$ cat config.mk
export PLATFORM = sky130hd
export DESIGN_NAME = exec_top
export DESIGN_NICKNAME = d
export VERILOG_FILES = /design/src/logic/exec_pkg.sv /design/src/logic/exec_top.sv /design/src/logic/exec_execute.sv /design/src/logic/exec_decode.sv /design/src/logic/exec_branch.sv /design/src/logic/exec_alu.sv
export VERILOG_INCLUDE_DIRS = /design/src /design/src/logic
export SDC_FILE = /design/constraint.sdc
export NUM_CORES = 1
export LEC_CHECK = 0
export ABC_AREA = 0
export BUFFER_PORTS_ARGS = -buffer_cell sky130_fd_sc_hd__buf_2
export CORE_MARGIN = 2
export CORE_UTILIZATION = 30
export CTS_CLUSTER_DIAMETER = 30
export DETAILED_ROUTE_END_ITERATION = 10
export PLACE_DENSITY_LB_ADDON = 0.05
export SYNTH_ARGS = -nofsm -noshare
export SYNTH_HDL_FRONTEND = slang
export SYNTH_SLANG_ARGS = --single-unit
$ cat constraint.sdc
create_clock -name CLK -period 6.9 [get_ports CLK]
set_input_delay 0.69 -clock CLK [delete_from_list [all_inputs] [get_ports CLK]]
set_output_delay 0.69 -clock CLK [all_outputs]
set_load 0.01 [all_outputs]
$ cat src/logic/exec_cfg.svh
`ifndef EXEC_CFG_SVH
`define EXEC_CFG_SVH

// data and address width
`define EXEC_XLEN 32

// packed opcode: major 7, funct3 3, funct7 7
`define EXEC_OPC_W 17

// register address width
`define EXEC_RAW 5

// one strobe bit per byte
`define EXEC_STRB_W 4

// link value is pc plus this
`define EXEC_LINK_OFS 4

`endif
$ cat src/logic/exec_pkg.sv
`include "exec_cfg.svh"

package exec_pkg;

    typedef enum logic [6:0] {
        OP_IMM = 7'b0010011,
        OP_REG = 7'b0110011,
        LUI    = 7'b0110111,
        AUIPC  = 7'b0010111,
        JAL    = 7'b1101111,
        JALR   = 7'b1100111,
        BRANCH = 7'b1100011,
        LOAD   = 7'b0000011,
        STORE  = 7'b0100011
    } major_e;

    typedef enum logic [5:0] {
        OP_NONE = 6'd0,     // must stay zero
        OP_ADD, OP_SUB, OP_AND, OP_OR, OP_XOR,
        OP_SLL, OP_SRL, OP_SRA, OP_SLT, OP_SLTU,
        OP_ADDI, OP_ANDI, OP_ORI, OP_XORI,
        OP_SLLI, OP_SRLI, OP_SRAI, OP_SLTI, OP_SLTIU,
        OP_LUI, OP_AUIPC, OP_JAL, OP_JALR,
        OP_BEQ, OP_BNE, OP_BLT, OP_BGE, OP_BLTU, OP_BGEU,
        OP_LB, OP_LH, OP_LW, OP_LBU, OP_LHU,
        OP_SB, OP_SH, OP_SW
    } exec_op_e;

    typedef struct packed {
        logic                    valid;
        logic [`EXEC_XLEN-1:0]   pc;
        logic [`EXEC_OPC_W-1:0]  opcode;    // {major, funct3, funct7}
        logic [`EXEC_RAW-1:0]    rd;
        logic [`EXEC_XLEN-1:0]   rs1_data;
        logic [`EXEC_XLEN-1:0]   rs2_data;
        logic [`EXEC_XLEN-1:0]   imm;
    } instr_t;

    typedef struct packed {
        logic                    valid;
        exec_op_e                op;
        logic [`EXEC_XLEN-1:0]   pc;
        logic [`EXEC_RAW-1:0]    rd;
        logic [`EXEC_XLEN-1:0]   rs1_data;
        logic [`EXEC_XLEN-1:0]   rs2_data;
        logic [`EXEC_XLEN-1:0]   imm_i;
        logic [`EXEC_XLEN-1:0]   imm_b;     // branch or jal offset
        logic [`EXEC_XLEN-1:0]   imm_u;
    } dec_t;

    typedef struct packed {
        logic                    en;
        logic [`EXEC_RAW-1:0]    rd;
        logic [`EXEC_XLEN-1:0]   data;
    } reg_w_t;

    typedef struct packed {
        logic                    en;
        logic [`EXEC_RAW-1:0]    rd;
        logic [`EXEC_XLEN-1:0]   addr;
        logic [`EXEC_STRB_W-1:0] strb;
        logic                    sign;
    } mem_r_t;

    typedef struct packed {
        logic                    en;
        logic [`EXEC_XLEN-1:0]   addr;
        logic [`EXEC_STRB_W-1:0] strb;
        logic [`EXEC_XLEN-1:0]   data;
    } mem_w_t;

    typedef struct packed {
        logic                    taken;
        logic                    not_taken;
        logic [`EXEC_XLEN-1:0]   target;
    } jmp_t;

    typedef struct packed {
        logic                    valid;
        logic [`EXEC_XLEN-1:0]   pc;
        reg_w_t                  reg_w;
        mem_r_t                  mem_r;
        mem_w_t                  mem_w;
        jmp_t                    jmp;
    } exec_res_t;

endpackage

$ cat src/logic/exec_top.sv
`timescale 1ns/10ps

module exec_top import exec_pkg::*; (
    input  logic      CLK,
    input  logic      arst_n,
    input  logic      hold,     // freezes both stages
    input  logic      flush,    // beats hold
    input  instr_t    instr,
    output exec_res_t res
);

    dec_t dec;

    exec_decode u_decode (
        .CLK    (CLK),
        .arst_n (arst_n),
        .hold   (hold),
        .flush  (flush),
        .instr  (instr),
        .dec    (dec)
    );

    exec_execute u_execute (
        .CLK    (CLK),
        .arst_n (arst_n),
        .hold   (hold),
        .flush  (flush),
        .dec    (dec),
        .res    (res)
    );

endmodule

$ cat src/logic/exec_execute.sv
`timescale 1ns/10ps
`include "exec_cfg.svh"

module exec_execute import exec_pkg::*; (
    input  logic      CLK,
    input  logic      arst_n,
    input  logic      hold,
    input  logic      flush,
    input  dec_t      dec,
    output exec_res_t res
);

    logic [`EXEC_XLEN-1:0]   alu_result;
    logic                    alu_writes;
    jmp_t                    br_jmp;
    logic [`EXEC_XLEN-1:0]   mem_addr;
    logic [`EXEC_STRB_W-1:0] mem_strb;
    logic                    is_load;
    logic                    is_store;
    logic                    mem_sign;
    exec_res_t               res_d;
    exec_res_t               res_q;
    logic [5:0]              flags_d;
    logic [5:0]              flags_q;

    exec_alu u_alu (
        .dec    (dec),
        .result (alu_result),
        .writes (alu_writes)
    );

    exec_branch u_branch (
        .dec (dec),
        .jmp (br_jmp)
    );

    assign mem_addr = dec.rs1_data + dec.imm_i;
    assign is_load  = dec.op inside {OP_LB, OP_LH, OP_LW, OP_LBU, OP_LHU};
    assign is_store = dec.op inside {OP_SB, OP_SH, OP_SW};
    assign mem_sign = dec.op inside {OP_LB, OP_LH};

    always_comb begin
        case (dec.op)
            OP_LB, OP_LBU, OP_SB: mem_strb = `EXEC_STRB_W'('h1);
            OP_LH, OP_LHU, OP_SH: mem_strb = `EXEC_STRB_W'('h3);
            OP_LW, OP_SW:         mem_strb = `EXEC_STRB_W'('hF);
            default:              mem_strb = '0;
        endcase
    end

    always_comb begin
        res_d.valid         = dec.valid;
        res_d.pc            = dec.pc;
        res_d.reg_w.en      = dec.valid && alu_writes;
        res_d.reg_w.rd      = dec.rd;
        res_d.reg_w.data    = alu_result;
        res_d.mem_r.en      = dec.valid && is_load;
        res_d.mem_r.rd      = dec.rd;
        res_d.mem_r.addr    = mem_addr;
        res_d.mem_r.strb    = mem_strb;
        res_d.mem_r.sign    = mem_sign;
        res_d.mem_w.en      = dec.valid && is_store;
        res_d.mem_w.addr    = mem_addr;
        res_d.mem_w.strb    = mem_strb;
        res_d.mem_w.data    = dec.rs2_data;   // store data
        res_d.jmp.taken     = dec.valid && br_jmp.taken;
        res_d.jmp.not_taken = dec.valid && br_jmp.not_taken;
        res_d.jmp.target    = br_jmp.target;
    end

    assign flags_d = {res_d.valid, res_d.reg_w.en, res_d.mem_r.en,
                      res_d.mem_w.en, res_d.jmp.taken, res_d.jmp.not_taken};

    always_ff @(posedge CLK or negedge arst_n) begin
        if (!arst_n)
            flags_q <= '0;
        else if (flush)
            flags_q <= '0;
        else if (!hold)
            flags_q <= flags_d;
    end

    always_ff @(posedge CLK) begin
        if (!hold)
            res_q <= res_d;
    end

    always_comb begin
        res = res_q;
        {res.valid, res.reg_w.en, res.mem_r.en,
         res.mem_w.en, res.jmp.taken, res.jmp.not_taken} = flags_q;
    end

endmodule

$ cat src/logic/exec_decode.sv
`timescale 1ns/10ps
`include "exec_cfg.svh"

module exec_decode import exec_pkg::*; (
    input  logic   CLK,
    input  logic   arst_n,
    input  logic   hold,
    input  logic   flush,
    input  instr_t instr,
    output dec_t   dec
);

    major_e     major;
    logic [2:0] funct3;
    logic [6:0] funct7;
    exec_op_e   op_d;
    dec_t       dec_d;
    dec_t       pl_q;
    logic       valid_q;
    exec_op_e   op_q;

    assign major  = major_e'(instr.opcode[16:10]);
    assign funct3 = instr.opcode[9:7];
    assign funct7 = instr.opcode[6:0];

    always_comb begin
        op_d = OP_NONE;
        if (instr.valid) begin
            case (major)
                OP_REG: begin
                    case ({funct7, funct3})
                        10'b0000000_000: op_d = OP_ADD;
                        10'b0100000_000: op_d = OP_SUB;
                        10'b0000000_001: op_d = OP_SLL;
                        10'b0000000_010: op_d = OP_SLT;
                        10'b0000000_011: op_d = OP_SLTU;
                        10'b0000000_100: op_d = OP_XOR;
                        10'b0000000_101: op_d = OP_SRL;
                        10'b0100000_101: op_d = OP_SRA;
                        10'b0000000_110: op_d = OP_OR;
                        10'b0000000_111: op_d = OP_AND;
                        default:         op_d = OP_NONE;
                    endcase
                end
                OP_IMM: begin
                    case (funct3)
                        3'b000:  op_d = OP_ADDI;
                        3'b010:  op_d = OP_SLTI;
                        3'b011:  op_d = OP_SLTIU;
                        3'b100:  op_d = OP_XORI;
                        3'b110:  op_d = OP_ORI;
                        3'b111:  op_d = OP_ANDI;
                        3'b001:  op_d = (funct7 == 7'b0000000) ? OP_SLLI : OP_NONE;
                        default: begin  // 101, logical or arithmetic by funct7
                            if (funct7 == 7'b0000000)
                                op_d = OP_SRLI;
                            else if (funct7 == 7'b0100000)
                                op_d = OP_SRAI;
                        end
                    endcase
                end
                LUI:    op_d = OP_LUI;
                AUIPC:  op_d = OP_AUIPC;
                JAL:    op_d = OP_JAL;
                JALR:   op_d = (funct3 == 3'b000) ? OP_JALR : OP_NONE;
                BRANCH: begin
                    case (funct3)
                        3'b000:  op_d = OP_BEQ;
                        3'b001:  op_d = OP_BNE;
                        3'b100:  op_d = OP_BLT;
                        3'b101:  op_d = OP_BGE;
                        3'b110:  op_d = OP_BLTU;
                        3'b111:  op_d = OP_BGEU;
                        default: op_d = OP_NONE;
                    endcase
                end
                LOAD: begin
                    case (funct3)
                        3'b000:  op_d = OP_LB;
                        3'b001:  op_d = OP_LH;
                        3'b010:  op_d = OP_LW;
                        3'b100:  op_d = OP_LBU;
                        3'b101:  op_d = OP_LHU;
                        default: op_d = OP_NONE;
                    endcase
                end
                STORE: begin
                    case (funct3)
                        3'b000:  op_d = OP_SB;
                        3'b001:  op_d = OP_SH;
                        3'b010:  op_d = OP_SW;
                        default: op_d = OP_NONE;
                    endcase
                end
                default: op_d = OP_NONE;
            endcase
        end
    end

    always_comb begin
        dec_d.valid    = instr.valid;
        dec_d.op       = op_d;
        dec_d.pc       = instr.pc;
        dec_d.rd       = instr.rd;
        dec_d.rs1_data = instr.rs1_data;
        dec_d.rs2_data = instr.rs2_data;
        dec_d.imm_i    = {{(`EXEC_XLEN-12){instr.imm[11]}}, instr.imm[11:0]};
        dec_d.imm_u    = {instr.imm[`EXEC_XLEN-1:12], 12'b0};
        if (major == JAL)   // 21-bit jump offset
            dec_d.imm_b = {{(`EXEC_XLEN-21){instr.imm[20]}}, instr.imm[20:1], 1'b0};
        else
            dec_d.imm_b = {{(`EXEC_XLEN-13){instr.imm[12]}}, instr.imm[12:1], 1'b0};
    end

    always_ff @(posedge CLK or negedge arst_n) begin
        if (!arst_n) begin
            valid_q <= 1'b0;
            op_q    <= OP_NONE;
        end else if (flush) begin
            valid_q <= 1'b0;
            op_q    <= OP_NONE;
        end else if (!hold) begin
            valid_q <= dec_d.valid;
            op_q    <= dec_d.op;
        end
    end

    always_ff @(posedge CLK) begin
        if (!hold)
            pl_q <= dec_d;
    end

    always_comb begin
        dec       = pl_q;
        dec.valid = valid_q;
        dec.op    = op_q;
    end

endmodule

$ cat src/logic/exec_branch.sv
`timescale 1ns/10ps

module exec_branch import exec_pkg::*; (
    input  dec_t dec,
    output jmp_t jmp
);

    logic eq;
    logic lt_s;
    logic lt_u;
    logic cond;

    assign eq   = dec.rs1_data == dec.rs2_data;
    assign lt_s = $signed(dec.rs1_data) < $signed(dec.rs2_data);
    assign lt_u = dec.rs1_data < dec.rs2_data;

    always_comb begin
        case (dec.op)
            OP_BEQ:  cond = eq;
            OP_BNE:  cond = !eq;
            OP_BLT:  cond = lt_s;
            OP_BGE:  cond = !lt_s;
            OP_BLTU: cond = lt_u;
            OP_BGEU: cond = !lt_u;
            default: cond = 1'b0;
        endcase
    end

    always_comb begin
        jmp = '0;
        case (dec.op)
            OP_BEQ, OP_BNE, OP_BLT, OP_BGE, OP_BLTU, OP_BGEU: begin
                jmp.taken     = cond;
                jmp.not_taken = !cond;
                jmp.target    = dec.pc + dec.imm_b;
            end
            OP_JAL: begin
                jmp.taken  = 1'b1;
                jmp.target = dec.pc + dec.imm_b;
            end
            OP_JALR: begin
                jmp.taken     = 1'b1;
                jmp.target    = dec.rs1_data + dec.imm_i;
                jmp.target[0] = 1'b0;   // lsb always cleared
            end
            default: jmp = '0;
        endcase
    end

endmodule

$ cat src/logic/exec_alu.sv
`timescale 1ns/10ps
`include "exec_cfg.svh"

module exec_alu import exec_pkg::*; (
    input  dec_t                  dec,
    output logic [`EXEC_XLEN-1:0] result,
    output logic                  writes
);

    logic [`EXEC_XLEN-1:0] opb;
    logic [4:0]            shamt;
    logic                  lt_s;
    logic                  lt_u;

    // register forms take rs2, immediate forms take imm_i
    always_comb begin
        case (dec.op)
            OP_ADD, OP_SUB, OP_AND, OP_OR, OP_XOR,
            OP_SLL, OP_SRL, OP_SRA, OP_SLT, OP_SLTU: opb = dec.rs2_data;
            default:                                 opb = dec.imm_i;
        endcase
    end

    assign shamt = opb[4:0];
    assign lt_s  = $signed(dec.rs1_data) < $signed(opb);
    assign lt_u  = dec.rs1_data < opb;

    always_comb begin
        writes = 1'b1;
        case (dec.op)
            OP_ADD, OP_ADDI:   result = dec.rs1_data + opb;
            OP_SUB:            result = dec.rs1_data - opb;
            OP_AND, OP_ANDI:   result = dec.rs1_data & opb;
            OP_OR, OP_ORI:     result = dec.rs1_data | opb;
            OP_XOR, OP_XORI:   result = dec.rs1_data ^ opb;
            OP_SLL, OP_SLLI:   result = dec.rs1_data << shamt;
            OP_SRL, OP_SRLI:   result = dec.rs1_data >> shamt;
            OP_SRA, OP_SRAI:   result = $signed(dec.rs1_data) >>> shamt;
            OP_SLT, OP_SLTI:   result = `EXEC_XLEN'(lt_s);
            OP_SLTU, OP_SLTIU: result = `EXEC_XLEN'(lt_u);
            OP_LUI:            result = dec.imm_u;
            OP_AUIPC:          result = dec.pc + dec.imm_u;
            OP_JAL, OP_JALR:   result = dec.pc + `EXEC_XLEN'(`EXEC_LINK_OFS);    // link
            default: begin     // branches, loads, stores, none
                result = '0;
                writes = 1'b0;
            end
        endcase
    end

endmodule

==> flow_summary_export.csv, run 1 <==
group,metric,value,unit
status,status,"complete, no violations",
timing,setup_tns,0,ns
cts,numClockSinks,323,
critical_path,criticalPathCategory,"reg -> reg",
critical_path,ff2ff_setup_slack,0.97,ns
power_and_ir_drop,combPwrFrac,0.232,
timing,holdWs,0.197,ns
min_path,min_path_type,"in -> reg",
critical_path,reg2reg_depth,15,
critical_path,rr_startpoint,"u_decode.op_q[5]",
synthesis,syn_nets,3210,
synthesis,yosysWarnings,0,
synthesis,synth_edf_count,310,
cells_and_area,drive_gt1_frac,0.202,
grt,grt_pass1_vias,24722,
flow_run,drv_cap,0,
synthesis,synthDistinctLibCells,103,
drt,wire_per_inst,28.7,um
cells_and_area,area_growth,22.6,%
synthesis,synth.area.mux_share,0.0520,
critical_path,max_stage_delay,0.79,ns
timing,post-route-period-util,0.860,
grt,grt_use_met3,0.0561,
critical_path,crit_start,"u_decode.op_q[5]",
drt,drcViolationCount,0,
power_and_ir_drop,swShare,0.315,
cts,tritoncts,"done",
synthesis,seq_area_frac_synth,0.366,
timing,finalHoldViolCount,0,
cells_and_area,fin_area,32300,sq um
cts,cts_setup_buffers,0,
timing,setup_violations,0,
cts,cts_resized,0,
synthesis,syn_area,26300,sq um
placed_design,portBuffers,371,
synthesis,yosys.area_share.simple,0.135,
power_and_ir_drop,p_seq_frac,0.286,
cells_and_area,multiInputGateArea,15100,sq um
cts,hold_buffers,1,
grt,grt_pass1_wl,178000,um
timing,drv_slew,0,
critical_path,critical_path_arrival,6.34,ns
die,coreArea,86900,sq um
critical_path,startpoint_type,"flop",
power_and_ir_drop,p_leak,13.6,nW
min_path,whs_path_depth,1,
timing,rsz0062_at_grt,"no",
power_and_ir_drop,p_per_area,276,nW/um^2
cells_and_area,fillers,8849,
die,die_x,300,um
placed_design,pre_cts_slack,1.12,ns
critical_path,cp.depth,15,
synthesis,synth-seq-cells,323,
critical_path,crit_path_cell_trace,"or2_0 -> a211oi_4 -> buf_4 -> a21o_1 -> inv_1 -> ha_1 -> inv_1 -> a21oi_1 -> nor4bb_1 -> o2111ai_2 -> a311oi_2 -> nor2_1 -> o21ai_1 -> a21oi_1 -> or4_1",
grt,busiest_layer,"met2",
critical_path,cp_max_fo,15,
cells_and_area,instances_no_fill,4400,
synthesis,synthArstFlopShare,0.0402,
synthesis,synth-xor-area-share,0.0376,
synthesis,synthCells,2840,
synthesis,synth_top_family_by_area,"compound AO/OA/AOI/OAI gates",
critical_path,cp_slowest_cell,"a211oi_4",
cells_and_area,layout.nets,3538,
critical_path,worst-path-buf-inv,3,
die,fp.dieH,300,um
placed_design,gp_congestion,0.978,
cts,clk_pin_slew,0.04,ns
placed_design,place_area,29100,sq um
grt,grt_max_degree,131,
power_and_ir_drop,p_clk_frac,0.482,
grt,grt_overflow,0,
timing,max_freq,169,MHz
cells_and_area,seq_area,9630,sq um
cts,cts_max_level,3,
cts,clk_path_buf_depth,3,
die,core.rowCount,108,
die,start_util,0.303,
power_and_ir_drop,p_sw,2.80,mW
timing,slew_headroom,0.255,
cts,cts_buffers,87,
grt,antenna_found_initial,6,
power_and_ir_drop,ir_worst_vdd,199,uV
die,die-area,90100,sq um
drt,drt_iter0_markers,2070,
synthesis,synth_compound_area_frac,0.244,
synthesis,synth-main-ff-cell,"edfxtp_1",
grt,grt_use_met1,0.363,
timing,fin_ws,0.967,ns
critical_path,crit_family,"compound AO/OA/AOI/OAI gates",
timing,tightest_slew,1.11,ns
critical_path,end_kind,"flop",
grt,grt.total_usage,0.273,
critical_path,crit_end,"u_execute.res[172]",
grt,grtUsageMet2,0.439,
timing,fin_skew,0.0317,ns
synthesis,avgSynthCellArea,9.26,sq um
drt,wirelength,126000,um
critical_path,worst_ep_required_time,7.30,ns
timing,post-route-min-period,5.93,ns
drt,dr.pass1.iters,6,
die,ios,372,
placed_design,dp.cells,4233,
drt,drt-vias-per-instance,5.69,
power_and_ir_drop,intPower,6.10,mW
drt,antenna_left,0,
placed_design,dp_hpwl,97300,um
cts,clock_latency,0.67,ns
cts,ctsRootBufferMaster,"clkbuf_16",
synthesis,synth_fa_ha_area_frac,0.103,
drt,via_count,25014,
critical_path,reg2reg_to,"u_execute.res[172]",
-- worst register-to-register path: stages (launching register included) --
cell	delay (ns)
dfrtp_1	0.52
or2_0	0.51
a211oi_4	0.79
buf_4	0.42
a21o_1	0.22
inv_1	0.08
ha_1	0.60
inv_1	0.14
a21oi_1	0.17
nor4bb_1	0.54
o2111ai_2	0.30
a311oi_2	0.56
nor2_1	0.12
o21ai_1	0.14
a21oi_1	0.07
or4_1	0.50
-- worst min-delay path by stage --
stage | startpoint | endpoint | slack [ns]
floorplan | arst_n | u_decode.op_q[0] | 0.39
global placement | u_decode.dec[161] | u_execute.res[141] | 0.40
detailed placement | u_decode.dec[163] | u_execute.res[143] | 0.40
CTS | instr[144] | u_decode.dec[191] | 0.15
global route | instr[144] | u_decode.dec[191] | 0.16
finish | instr[144] | u_decode.dec[191] | 0.20
-- sequential cells by signal, indices dropped and copies added, names as in the netlist --
signal,cells
u_decode.dec,141
u_execute.res,169
u_execute.flags_q,6
u_decode.op_q,6
u_decode.valid_q,1
-- power groups by stage --
stage / registers [mW] / logic (mW) / clock network, mW
after global placement: 2.58 / 2.04 / 0
final: 2.55 / 2.06 / 4.30
after CTS: 2.55 / 2.04 / 4.38
after floorplan: 2.54 / 1.32 / 0
after detailed placement: 2.58 / 2.03 / 0
after global routing: 2.56 / 2.24 / 4.49
-- metal layers --
metal	up-vias	wire (um)	part of all wire
li1	11367	-	-
met1	12423	55300	0.44
met2	1001	57900	0.46
met3	219	8630	0.068
met4	4	4490	0.036
met5	-	22	0.00017
-- cell families (layout without fill, tap and decap cells) --
group	Yosys count	after routing
flip-flops	323	323
XOR/XNOR	113	113
buffers and inverters	350	752
adder cells (fa/ha/maj)	215	215
other	0	3
AO/OA/AOI/OAI	960	960
AND/OR/NAND/NOR	760	760
multiplexers	119	119
-- cell usage in the layout (no fill, tap or decap), types with 15 or more instances in the layout --
master and n:
a211oi_1 52, a21o_1 83, a21oi_1 230, a221oi_1 21, a22o_1 20, a22oi_1 23, a31oi_1 38, and2_1 16
and3_1 27, buf_2 371, buf_4 65, bufinv_16 19, clkbuf_1 16, clkbuf_16 87, clkinv_1 17, edfxtp_1 310
ha_1 211, inv_1 147, mux2i_1 94, nand2_1 263, nand2b_1 29, nand3_1 60, nand4_1 24, nor2_1 192
nor2b_1 26, nor3_1 50, nor4_1 18, o211ai_1 45, o21a_1 17, o21ai_0 203, o21bai_1 15, o22ai_1 24
xnor2_1 69, xor2_1 44
-- area by class of cell --
cell class,instances,share of cell area
antenna,3,0.000233
clock buffer,103,0.0694
clock inverter,60,0.0273
inverter,151,0.0178
multi-input combinational,2167,0.468
sequential,323,0.299
tap,1155,0.0448
timing repair buffer,438,0.0736
-- metrics by stage --
stage	total power, mW	util
5_1_grt	9.29	0.371
3_3_place_gp	4.61	0.335
2_1_floorplan	3.86	-
3_5_place_dp	4.61	0.335
4_1_cts	8.97	0.371
6_report	8.90	0.371
-- cells in the mapped netlist (14+ instances only) --
master	number	area share
a221oi_1	21	0.0070
o21ai_0	204	0.039
xor2_1	44	0.015
and2_1	16	0.0038
a31oi_1	38	0.0090
o31ai_1	14	0.0040
nor3_1	53	0.010
a211oi_1	52	0.015
mux2i_1	94	0.036
buf_2	16	0.0030
edfxtp_1	310	0.35
nor4_1	20	0.0048
buf_4	52	0.015
nand2b_1	29	0.0069
a22oi_1	23	0.0066
a21oi_1	232	0.044
o22ai_1	24	0.0057
a22o_1	20	0.0067
nand3_1	61	0.012
ha_1	211	0.10
nor2_1	192	0.027
o211ai_1	45	0.013
nand4_1	24	0.0057
o21ai_1	14	0.0027
a21o_1	84	0.024
o21bai_1	15	0.0043
nor2b_1	26	0.0062
nand2_1	263	0.038
and3_1	27	0.0064
o21a_1	17	0.0049
inv_1	148	0.021
xnor2_1	69	0.023
clkbuf_1	110	0.016
a31o_2	14	0.0047
No activity file was read; power rests on OpenSTA's default activity.
==> run 2: changes to the inputs <==
Settings changed: PLACE_DENSITY_LB_ADDON 0.05 to not set.
==> run 2 against run 1 <==
Clock power fell by 3%. Register-to-register slack better by 0.15 ns. Clock-buffer cell count decreased by 14. Maximum frequency up 2.6%. Largest power group unchanged.
==> flow_summary_export.csv, run 2 (same netlist as run 1, synthesis figures left out) <==
group,metric,value,unit
die,start_util,0.303,
critical_path,rr_startpoint,"u_decode.op_q[3]",
cells_and_area,largest_reg_flops,169,
grt,antenna_found_initial,3,
min_path,whs_path_depth,1,
critical_path,worst_ep_required_time,7.28,ns
status,status,"complete, no violations",
cts,cts_buffers,84,
drt,antenna_left,0,
die,die_x,300,um
drt,drcViolationCount,0,
die,coreArea,86900,sq um
timing,finalHoldViolCount,0,
cells_and_area,fin_area,32100,sq um
drt,dr.pass1.iters,6,
grt,grt_use_met1,0.306,
placed_design,portBuffers,371,
cells_and_area,final_cell_mix,"371 x buf_2, 310 x edfxtp_1, 263 x nand2_1",
cts,tritoncts,"done",
critical_path,critical_path_arrival,6.17,ns
drt,wire_per_inst,24.9,um
critical_path,reg2reg_depth,17,
placed_design,dp_hpwl,82600,um
cts,numClockSinks,323,
timing,post-route-period-util,0.838,
grt,grt_use_met3,0.0546,
timing,fin_skew,0.0391,ns
timing,post-route-min-period,5.78,ns
cells_and_area,layout_commonest_cell,"buf_2",
timing,max_freq,173,MHz
cts,clk_path_buf_depth,3,
critical_path,cp_max_fo,27,
flow_run,drv_cap,0,
grt,grtUsageMet2,0.374,
critical_path,end_kind,"flop",
cells_and_area,area_growth,22.1,%
min_path,worstHoldStart,"instr[25]",
grt,grt.total_usage,0.235,
placed_design,dp.cells,4226,
cells_and_area,fillers,8835,
timing,tightest_slew,1.19,ns
cts,clk_pin_slew,0.05,ns
cts,cts_max_level,3,
grt,grt_pass1_vias,23523,
die,fp.dieH,300,um
timing,rsz0062_at_grt,"no",
cells_and_area,instances_no_fill,4385,
drt,via_count,24607,
min_path,holdPathEnd,"u_decode.dec[25]",
timing,setup_violations,0,
cts,clock_latency,0.65,ns
power_and_ir_drop,total_power,8.69,mW
die,die-area,90100,sq um
grt,grt_pass1_wl,157000,um
timing,holdWs,0.211,ns
power_and_ir_drop,p_leak,13.5,nW
drt,drt_iter0_markers,3012,
timing,setup_tns,0,ns
cells_and_area,drive_gt1_frac,0.204,
die,core.rowCount,108,
timing,drv_slew,0,
grt,grt_overflow,0,
grt,grt_max_degree,162,
critical_path,criticalPathCategory,"reg -> reg",
critical_path,startpoint_type,"flop",
grt,busiest_layer,"met2",
cells_and_area,layout.nets,3528,
cts,ctsRootBufferMaster,"clkbuf_16",
placed_design,place_area,29100,sq um
power_and_ir_drop,p_per_area,271,nW/um^2
critical_path,reg2reg_to,"u_execute.res[172]",
min_path,min_path_type,"in -> reg",
die,ios,372,
cts,cts_setup_buffers,0,
critical_path,ff2ff_setup_slack,1.12,ns
power_and_ir_drop,ir_worst_vdd,218,uV
drt,drt-vias-per-instance,5.61,
placed_design,gp_congestion,1.03,
timing,slew_headroom,0.204,
drt,wirelength,109000,um
run 2: changes by cell type in the layout (fill, tap and decap cells not counted), moves of 2 or more:
cell / change
bufinv_16: -2
clkinv_8: +2
buf_4: -7
clkinv_1: -6
clkinv_16: -2
clkbuf_1: -13
clkinvlp_4: +7
clkinv_4: +3
clkinv_2: +2
run 2: final cells by class:
| cell class | count | area (sq um) | area share |
|---|---|---|---|
| multi-input cells | 2167 | 15100 | 0.470 |
| flip-flops and latches | 323 | 9630 | 0.300 |
| repair buffers | 431 | 2320 | 0.0723 |
| clock buffers | 89 | 2160 | 0.0674 |
| well taps | 1155 | 1450 | 0.0450 |
| clock inverters | 65 | 870 | 0.0271 |
| inverters | 151 | 573 | 0.0178 |
| diodes | 4 | 10.0 | 0.000312 |
run 2: worst max-delay path by stage:
stage                      from                  to  cells past startpoint  slack, ns
4_1_cts        u_decode.op_q[3]  u_execute.res[173]                     18       1.14
5_1_grt        u_decode.op_q[3]  u_execute.res[172]                     17       0.77
3_3_place_gp   u_decode.op_q[3]  u_execute.res[173]                     18       1.24
6_report       u_decode.op_q[3]  u_execute.res[172]                     17       1.12
2_1_floorplan              hold    u_decode.op_q[2]                      4       1.16
3_5_place_dp   u_decode.op_q[3]  u_execute.res[173]                     18       1.14
run 2: where the power goes:
part	total, mW	leakage [nW]	internal [mW]	switching (mW)
registers	2.54	3.25	2.35	0.182
clock network	4.17	1.44	2.90	1.27
logic	1.98	8.85	0.733	1.25
run 2: routing by layer:
layer  wire length [um]  vias up
met4               4610        2
met5                 13        -
met3               9680      238
li1                   -    11346
met1              45500    11852
met2              49300     1169
run 2: metrics by stage:
step                      worst slack, ns  utilization
after global routing                0.767        0.369
after CTS                            1.14        0.369
after floorplan                      1.16            -
after detailed placement             1.14        0.334
after global placement               1.24        0.334
final                                1.12        0.370
run 2: worst max-delay path, cell delays in order, from the launching register on:
cell and delay, ns:
dfrtp_1 0.40, buf_4 0.25, or4_4 0.55, o211ai_4 0.36, and2_1 0.31, buf_4 0.29, a21o_1 0.14, inv_1 0.06
ha_1 0.45, inv_1 0.15, a21oi_1 0.19, nor4bb_1 0.65, o2111ai_2 0.33, a311oi_2 0.51, nor2_1 0.12, o21ai_1 0.13
a21oi_1 0.07, or4_1 0.52
run 2: what timing repair did:
action	in CTS	in global routing
endpoints found under the hold margin	13	0
gates resized for setup	0	0
hold buffers	1	0
